File: config.mk
export PLATFORM = sky130hd
export DESIGN_NAME = mesh_router_buffered
export DESIGN_NICKNAME = d
export VERILOG_FILES = /design/src/design/mesh_router_pkg.sv /design/src/design/mesh_input_fifo.sv /design/src/design/mesh_link_ingress.sv /design/src/design/mesh_route_arbiter.sv /design/src/design/mesh_router_buffered.sv
export SDC_FILE = /design/constraint.sdc
export NUM_CORES = 1
export LEC_CHECK = 0
export CAP_MARGIN = 30
export CORE_ASPECT_RATIO = 0.8
export CORE_UTILIZATION = 45
export CTS_CLUSTER_SIZE = 20
export DETAILED_ROUTE_END_ITERATION = 10
export DONT_BUFFER_PORTS = 1
export SYNTH_ARGS = -nofsm -noshare
export SYNTH_HDL_FRONTEND = slang
export SYNTH_SLANG_ARGS = --single-unit
File: constraint.sdc
create_clock -name clk_i -period 6.15 [get_ports clk_i]
set_clock_uncertainty 0.15 [all_clocks]
set_input_delay 0.3075 -clock clk_i [delete_from_list [all_inputs] [get_ports clk_i]]
set_output_delay 0.3075 -clock clk_i [all_outputs]
set_load 0.01 [all_outputs]
File: src/design/mesh_router_pkg.sv
// ~~~~~~~~~~~~~~~~~~~~~~~~~~~~~~~~~~~~~~~~~~~~~~~~~
// mesh router package
// port indices, route type and flit field offsets
// ~~~~~~~~~~~~~~~~~~~~~~~~~~~~~~~~~~~~~~~~~~~~~~~~~

package mesh_router_pkg;

   // five ports with the processor first
   localparam int dirs_c = 5;

   localparam int dir_p_c = 0;
   localparam int dir_w_c = 1;
   localparam int dir_e_c = 2;
   localparam int dir_n_c = 3;
   localparam int dir_s_c = 4;

   // route result of one flit
   typedef enum logic [2:0] {
      p_dir = 3'(dir_p_c),
      w_dir = 3'(dir_w_c),
      e_dir = 3'(dir_e_c),
      n_dir = 3'(dir_n_c),
      s_dir = 3'(dir_s_c)
   } dir_t;

   // destination x sits at the bottom of the flit
   localparam int x_lsb_c = 0;

   // destination y right above x
   function automatic int y_lsb_f(input int x_w);
      return x_lsb_c + x_w;
   endfunction

   // payload above both coordinates
   function automatic int payload_lsb_f(input int x_w, input int y_w);
      return y_lsb_f(x_w) + y_w;
   endfunction

endpackage

File: src/design/mesh_input_fifo.sv
// ~~~~~~~~~~~~~~~~~~~~~~~~~~~~~~~~~~~~~~~~~~~~~~~~~
// mesh input fifo
// small circular buffer, ready/valid in, valid/yumi out
// ~~~~~~~~~~~~~~~~~~~~~~~~~~~~~~~~~~~~~~~~~~~~~~~~~

module mesh_input_fifo #(
   parameter int width_p = 16,
   parameter int els_p = 2
) (
   input  logic               clk_i,
   input  logic               reset_i,
   input  logic               v_i,
   input  logic [width_p-1:0] data_i,
   output logic               ready_o,
   output logic               v_o,
   output logic [width_p-1:0] data_o,
   input  logic               yumi_i
);

   localparam int ptr_w_lp = (els_p > 1) ? $clog2(els_p) : 1;
   localparam int cnt_w_lp = $clog2(els_p + 1);

   logic [width_p-1:0]  mem_r [els_p];
   logic [ptr_w_lp-1:0] rd_ptr_r;
   logic [ptr_w_lp-1:0] wr_ptr_r;
   logic [cnt_w_lp-1:0] count_r;
   logic                enq;
   logic                deq;

   // pointers wrap at els_p, not at a power of two
   function automatic logic [ptr_w_lp-1:0] ptr_next_f(input logic [ptr_w_lp-1:0] ptr);
      if (ptr == ptr_w_lp'(els_p - 1)) begin
         return '0;
      end
      return ptr + 1'b1;
   endfunction

   assign ready_o = (count_r != cnt_w_lp'(els_p));
   assign v_o     = (count_r != '0);
   assign data_o  = mem_r[rd_ptr_r];

   assign enq = v_i & ready_o;
   assign deq = yumi_i;

   always_ff @(posedge clk_i) begin
      if (!reset_i) begin
         rd_ptr_r <= '0;
         wr_ptr_r <= '0;
         count_r  <= '0;
      end else begin
         if (enq) begin
            wr_ptr_r <= ptr_next_f(wr_ptr_r);
         end
         if (deq) begin
            rd_ptr_r <= ptr_next_f(rd_ptr_r);
         end
         // both at once keeps the count
         case ({enq, deq})
            2'b10:   count_r <= count_r + 1'b1;
            2'b01:   count_r <= count_r - 1'b1;
            default: count_r <= count_r;
         endcase
      end
   end

   // storage
   always_ff @(posedge clk_i) begin
      if (enq) begin
         mem_r[wr_ptr_r] <= data_i;
      end
   end

endmodule

File: src/design/mesh_link_ingress.sv
// ~~~~~~~~~~~~~~~~~~~~~~~~~~~~~~~~~~~~~~~~~~~~~~~~~
// mesh link ingress
// stub masking and ready or credit return per port
// ~~~~~~~~~~~~~~~~~~~~~~~~~~~~~~~~~~~~~~~~~~~~~~~~~

module mesh_link_ingress #(
   parameter int width_p = 16,
   parameter int fifo_els_p = 2,
   parameter logic [mesh_router_pkg::dirs_c-1:0] stub_p = '0,
   parameter logic [mesh_router_pkg::dirs_c-1:0] use_credits_p = '0
) (
   input  logic                                             clk_i,
   input  logic                                             reset_i,
   input  logic [mesh_router_pkg::dirs_c-1:0]               link_v_i,
   input  logic [mesh_router_pkg::dirs_c-1:0][width_p-1:0]  link_data_i,
   output logic [mesh_router_pkg::dirs_c-1:0]               link_ready_o,
   output logic [mesh_router_pkg::dirs_c-1:0]               fifo_v_o,
   output logic [mesh_router_pkg::dirs_c-1:0][width_p-1:0]  fifo_data_o,
   input  logic [mesh_router_pkg::dirs_c-1:0]               fifo_ready_i,
   input  logic [mesh_router_pkg::dirs_c-1:0]               fifo_yumi_i
);

   localparam int dirs_lp = mesh_router_pkg::dirs_c;
   localparam int cnt_w_lp = $clog2(fifo_els_p + 1);

   for (genvar i = 0; i < dirs_lp; i++) begin : g_port
      if (stub_p[i]) begin : g_stub
         // nothing enters a stubbed port
         assign fifo_v_o[i]     = 1'b0;
         assign fifo_data_o[i]  = '0;
         assign link_ready_o[i] = 1'b0;
      end else if (use_credits_p[i]) begin : g_credit
         logic                credit_r;
         logic [cnt_w_lp-1:0] held_r;
         logic                accept;

         // refuse words beyond the credits handed out
         assign fifo_v_o[i]     = link_v_i[i] & (held_r != cnt_w_lp'(fifo_els_p));
         assign fifo_data_o[i]  = link_data_i[i];
         assign link_ready_o[i] = credit_r;
         assign accept          = fifo_v_o[i] & fifo_ready_i[i];

         // one credit pulse per dequeue a cycle later
         always_ff @(posedge clk_i) begin
            if (!reset_i) begin
               credit_r <= 1'b0;
               held_r   <= '0;
            end else begin
               credit_r <= fifo_yumi_i[i];
               held_r   <= held_r + cnt_w_lp'(accept) - cnt_w_lp'(credit_r);
            end
         end
      end else begin : g_ready
         assign fifo_v_o[i]     = link_v_i[i];
         assign fifo_data_o[i]  = link_data_i[i];
         assign link_ready_o[i] = fifo_ready_i[i];
      end
   end

endmodule

File: src/design/mesh_route_arbiter.sv
// ~~~~~~~~~~~~~~~~~~~~~~~~~~~~~~~~~~~~~~~~~~~~~~~~~
// mesh route arbiter
// xy route decode of fifo heads and round-robin
// output arbitration with grant hold on stall
// ~~~~~~~~~~~~~~~~~~~~~~~~~~~~~~~~~~~~~~~~~~~~~~~~~

module mesh_route_arbiter #(
   parameter int width_p = 16,
   parameter int x_cord_width_p = 3,
   parameter int y_cord_width_p = 3
) (
   input  logic                                             clk_i,
   input  logic                                             reset_i,
   input  logic [mesh_router_pkg::dirs_c-1:0]               v_i,
   input  logic [mesh_router_pkg::dirs_c-1:0][width_p-1:0]  data_i,
   output logic [mesh_router_pkg::dirs_c-1:0]               yumi_o,
   input  logic [x_cord_width_p-1:0]                        my_x_i,
   input  logic [y_cord_width_p-1:0]                        my_y_i,
   output logic [mesh_router_pkg::dirs_c-1:0]               v_o,
   output logic [mesh_router_pkg::dirs_c-1:0][width_p-1:0]  data_o,
   input  logic [mesh_router_pkg::dirs_c-1:0]               ready_i
);

   localparam int dirs_lp  = mesh_router_pkg::dirs_c;
   localparam int sel_w_lp = $clog2(dirs_lp);
   localparam int y_lsb_lp = mesh_router_pkg::y_lsb_f(x_cord_width_p);

   mesh_router_pkg::dir_t           route [dirs_lp];
   logic [dirs_lp-1:0]              req [dirs_lp];
   logic [dirs_lp-1:0][sel_w_lp-1:0] sel;
   logic [dirs_lp-1:0][sel_w_lp-1:0] last_r;
   logic [dirs_lp-1:0][sel_w_lp-1:0] hold_r;
   logic [dirs_lp-1:0]              lock_r;

   // first requester after the last winner
   function automatic logic [sel_w_lp-1:0] rr_pick_f(
      input logic [dirs_lp-1:0]  reqs,
      input logic [sel_w_lp-1:0] last
   );
      int                  idx;
      logic                found;
      logic [sel_w_lp-1:0] pick;
      found = 1'b0;
      pick  = last;
      for (int k = 1; k <= dirs_lp; k++) begin
         idx = int'(last) + k;
         if (idx >= dirs_lp) begin
            idx = idx - dirs_lp;
         end
         if (!found && reqs[idx]) begin
            pick  = sel_w_lp'(idx);
            found = 1'b1;
         end
      end
      return pick;
   endfunction

   // x first, then y, else local
   always_comb begin
      logic [x_cord_width_p-1:0] dest_x;
      logic [y_cord_width_p-1:0] dest_y;
      for (int i = 0; i < dirs_lp; i++) begin
         dest_x = data_i[i][mesh_router_pkg::x_lsb_c +: x_cord_width_p];
         dest_y = data_i[i][y_lsb_lp +: y_cord_width_p];
         if (dest_x < my_x_i) begin
            route[i] = mesh_router_pkg::w_dir;
         end else if (dest_x > my_x_i) begin
            route[i] = mesh_router_pkg::e_dir;
         end else if (dest_y < my_y_i) begin
            route[i] = mesh_router_pkg::n_dir;
         end else if (dest_y > my_y_i) begin
            route[i] = mesh_router_pkg::s_dir;
         end else begin
            route[i] = mesh_router_pkg::p_dir;
         end
      end
   end

   // request matrix, indexed output then input
   always_comb begin
      for (int o = 0; o < dirs_lp; o++) begin
         for (int i = 0; i < dirs_lp; i++) begin
            req[o][i] = v_i[i] && (route[i] == mesh_router_pkg::dir_t'(o));
         end
      end
   end

   for (genvar o = 0; o < dirs_lp; o++) begin : g_out
      logic [sel_w_lp-1:0] pick;

      assign pick      = rr_pick_f(req[o], last_r[o]);
      // a stalled output keeps its winner
      assign sel[o]    = lock_r[o] ? hold_r[o] : pick;
      assign v_o[o]    = req[o][sel[o]];
      assign data_o[o] = data_i[sel[o]];
   end

   // dequeue only on an output transfer
   always_comb begin
      yumi_o = '0;
      for (int o = 0; o < dirs_lp; o++) begin
         if (v_o[o] && ready_i[o]) begin
            yumi_o[sel[o]] = 1'b1;
         end
      end
   end

   always_ff @(posedge clk_i) begin
      if (!reset_i) begin
         lock_r <= '0;
         hold_r <= '0;
         // first search starts at P
         for (int o = 0; o < dirs_lp; o++) begin
            last_r[o] <= sel_w_lp'(dirs_lp - 1);
         end
      end else begin
         for (int o = 0; o < dirs_lp; o++) begin
            lock_r[o] <= v_o[o] & ~ready_i[o];
            hold_r[o] <= sel[o];
            if (v_o[o] && ready_i[o]) begin
               last_r[o] <= sel[o];
            end
         end
      end
   end

endmodule

File: src/design/mesh_router_buffered.sv
// ~~~~~~~~~~~~~~~~~~~~~~~~~~~~~~~~~~~~~~~~~~~~~~~~~
// buffered mesh router tile
// ingress, five input fifos and xy route arbiter
// ~~~~~~~~~~~~~~~~~~~~~~~~~~~~~~~~~~~~~~~~~~~~~~~~~

module mesh_router_buffered #(
   parameter int width_p = 16,
   parameter int x_cord_width_p = 3,
   parameter int y_cord_width_p = 3,
   parameter int fifo_els_p = 2,
   // bit order P W E N S from bit 0
   parameter logic [mesh_router_pkg::dirs_c-1:0] stub_p = '0,
   parameter logic [mesh_router_pkg::dirs_c-1:0] use_credits_p = '0
) (
   input  logic                                             clk_i,
   input  logic                                             reset_i,
   input  logic [mesh_router_pkg::dirs_c-1:0]               link_v_i,
   input  logic [mesh_router_pkg::dirs_c-1:0][width_p-1:0]  link_data_i,
   output logic [mesh_router_pkg::dirs_c-1:0]               link_ready_o,
   output logic [mesh_router_pkg::dirs_c-1:0]               link_v_o,
   output logic [mesh_router_pkg::dirs_c-1:0][width_p-1:0]  link_data_o,
   input  logic [mesh_router_pkg::dirs_c-1:0]               link_ready_i,
   input  logic [x_cord_width_p-1:0]                        my_x_i,
   input  logic [y_cord_width_p-1:0]                        my_y_i
);

   localparam int dirs_lp = mesh_router_pkg::dirs_c;

   logic [dirs_lp-1:0]              in_v;
   logic [dirs_lp-1:0][width_p-1:0] in_data;
   logic [dirs_lp-1:0]              in_ready;
   logic [dirs_lp-1:0]              head_v;
   logic [dirs_lp-1:0][width_p-1:0] head_data;
   logic [dirs_lp-1:0]              head_yumi;

   mesh_link_ingress #(
      .width_p       (width_p),
      .fifo_els_p    (fifo_els_p),
      .stub_p        (stub_p),
      .use_credits_p (use_credits_p)
   ) u_mesh_link_ingress (
      .clk_i         (clk_i),
      .reset_i       (reset_i),
      .link_v_i      (link_v_i),
      .link_data_i   (link_data_i),
      .link_ready_o  (link_ready_o),
      .fifo_v_o      (in_v),
      .fifo_data_o   (in_data),
      .fifo_ready_i  (in_ready),
      .fifo_yumi_i   (head_yumi)
   );

   // one buffer per input port
   for (genvar i = 0; i < dirs_lp; i++) begin : g_fifo
      mesh_input_fifo #(
         .width_p (width_p),
         .els_p   (fifo_els_p)
      ) u_mesh_input_fifo (
         .clk_i   (clk_i),
         .reset_i (reset_i),
         .v_i     (in_v[i]),
         .data_i  (in_data[i]),
         .ready_o (in_ready[i]),
         .v_o     (head_v[i]),
         .data_o  (head_data[i]),
         .yumi_i  (head_yumi[i])
      );
   end

   mesh_route_arbiter #(
      .width_p        (width_p),
      .x_cord_width_p (x_cord_width_p),
      .y_cord_width_p (y_cord_width_p)
   ) u_mesh_route_arbiter (
      .clk_i   (clk_i),
      .reset_i (reset_i),
      .v_i     (head_v),
      .data_i  (head_data),
      .yumi_o  (head_yumi),
      .my_x_i  (my_x_i),
      .my_y_i  (my_y_i),
      .v_o     (link_v_o),
      .data_o  (link_data_o),
      .ready_i (link_ready_i)
   );

endmodule

==> flow_summary.ini <==
[outcome]
outcome = completed

[global_routing]
grt_pass1_wl_um = 102000
overflow = 0
grt.busiest_layer = met2
grt_use_met1_pct = 44.6
first_global_vias = 16692
grt_max_degree = 62
grt_antenna_before_repair = 3
met2_usage_pct = 49.7
gr-usage-all-layers_pct = 32.3
met3_usage_pct = 6.68

[synth]
synthFlopType = edfxtp_1
synth-seq-cells = 220
synth_area_leader_cell = edfxtp_1
synth_top_area_share_pct = 26.2
syn_avg_cell_area_um2 = 9.05
synth_compound_area_share_pct = 23.6
yosys_warnings = 0
synthSimpleGateAreaFrac_pct = 17.5
synth_xor_area_share_pct = 1.82
ys_types = 108
netlist_top_cells_count = mux2i_1, edfxtp_1, nor2_1
synthCells = 2026
synth_adder_area_share_pct = 6.35
synth.area.mux_share_pct = 13.1
ys_seq_area_share_pct = 32.8
synthTopCellsByArea = edfxtp_1, mux2i_1, dfxtp_1
synth_async_sr_flop_share_pct = 0
synth_most_common_cell = mux2i_1
synth_edf_count = 160
syn-num-nets = 2214
synth_top_family_by_area = compound AO/OA/AOI/OAI gates
syn_area_um2 = 18300

[timing]
report.final.slew_viol_count = 0
finalSetupViolCount = 0
worst_slew_pin_slew_ns = 1.01
hold_viol = 0
min_period_ns = 6.05
fin_crit_sh_pct = 98.3
max_freq_mhz = 165
setup_tns_ns = 0
max_slew_margin_pct = 32.9

[floorplanning]
fp-row-count = 65
start_util_pct = 46.1
die_h_um = 183
die_x_um = 228
die_area_um2 = 41500
core_um2 = 39800
io_pins = 188

[clock_tree]
cts_buffers = 25
clk_pin_slew_ns = 0.07
insertion_delay_ns = 0.54
htree_levels = 1
root_buffer = clkbuf_16
cts_tree = built
clkSinkCount = 220
clockBufferDepth = 3

[route]
wl_um = 68300
drtIter0Drc = 2107
drcViolationCount = 0
via_per_inst = 6.37
vias = 17574
wl_per_cell_um = 24.8
postRouteAntennaNets = 0
drt_first_pass_iters = 6

[critical_path]
worstSetupPathType = reg -> out
cp_data_arrival_time_ns = 5.59
cp.required_ns = 5.69
end_kind = output pin
rrSetupSlack_ns = 0.37
start_kind = flop
critPathMaxFanout = 31

[worst_hold_path]
hold_path.class = in -> reg
hp-start = link_ready_i[4]

[place]
placed_cell_area_um2 = 19800
portBuffers = 0
gp_congestion = 0.983
dpl.hpwl_um = 52000

[cells_and_area]
utilization_pct = 55.1
fin_area_um2 = 21900
drive_gt1_share_pct = 17.3
area_growth_pct = 19.6
fin_nets = 2389

[job]
max_cap_violations = 0
## sequential cells by signal (all words and copies together) (netlist names), named ones only
signal and flops:
u_mesh_route_arbiter.hold_r 15, g_fifo.u_mesh_input_fifo.count_r 10, u_mesh_route_arbiter.last_r 15, g_fifo.u_mesh_input_fifo.mem_r 160, g_fifo.u_mesh_input_fifo.wr_ptr_r 5, g_fifo.u_mesh_input_fifo.rd_ptr_r 5, u_mesh_route_arbiter.lock_r 5
## cell families after synthesis
| kind of cell | count (synthesis) |
|---|---|
| AOI/OAI and AO/OA | 620 |
| xor gates and xnor gates | 38 |
| adders and majority gates | 90 |
| buffers and inverters | 213 |
| DFF | 220 |
| muxes | 232 |
| and+or+nand+nor | 613 |
## cell usage in the layout (no fill, tap or decap), types with 55 or more instances in the layout
master / n
a21oi_1: 126
buf_4: 169
dfxtp_1: 55
dlygate4sd3_1: 94
edfxtp_1: 160
ha_1: 85
inv_1: 78
mux2i_1: 169
nand2_1: 129
nor2_1: 137
o21ai_0: 97
## cell type report
class / instances / area [µm²]
antenna: 3 / 7.51
clock buffer: 27 / 633
clock inverter: 18 / 154
fill: 3636 / 17800
inverter: 86 / 323
multi-input combinational: 1593 / 11700
sequential: 220 / 6010
tap: 536 / 671
timing repair buffer: 275 / 2400
## worst max-delay path, stage by stage (launching register included)
cell,delay (ns)
dfxtp_4,0.41
mux2i_1,0.48
inv_1,0.20
ha_1,0.36
nand3_1,0.16
or3_1,0.46
or2_1,0.26
a221o_1,0.37
or2_1,0.25
nand3b_1,0.27
o221ai_2,0.33
and2_4,0.23
buf_12,0.20
nor2b_1,0.20
buf_4,0.20
nor2b_1,0.14
a21oi_1,0.05
o22ai_1,0.28
buf_4,0.19
## metal layers
layer  routed length (µm)  share of wire (%)
met3                 5960                8.7
met1                29400                 43
met5                   11              0.016
met2                30300                 44
met4                 2660                3.9
## final timing paths
check,to,cells past startpoint
worst min-delay path,u_mesh_route_arbiter.last_r[14],3
worst min register to register,flop,2
worst max-delay path,link_data_o[9],18
worst max register to register,g_fifo[0].u_mesh_input_fifo.count_r[1],17
## through the flow
step	std cells	hold slack, ns	worst slack [ns]
floorplan	2026	0.234	0.439
global placement	2611	0.236	0.166
detailed placement	2611	0.240	0.185
CTS	2752	0.0133	0.00560
global route	2757	0.0276	-0.00995
finish	2758	0.0314	0.102
## what timing repair did
action / 4_1_cts / 5_1_grt
pin swaps: 1 / 6
resized for setup: 19 / 57
setup buffers: 1 / 3
hold buffers: 95 / 0
endpoints found under the hold margin: 200 / 0
endpoints found under the setup margin: 38 / 79
Power is left out: the tool's default activity adds up to more than one toggle a clock period on the data nets, which glitch-free logic cannot reach.
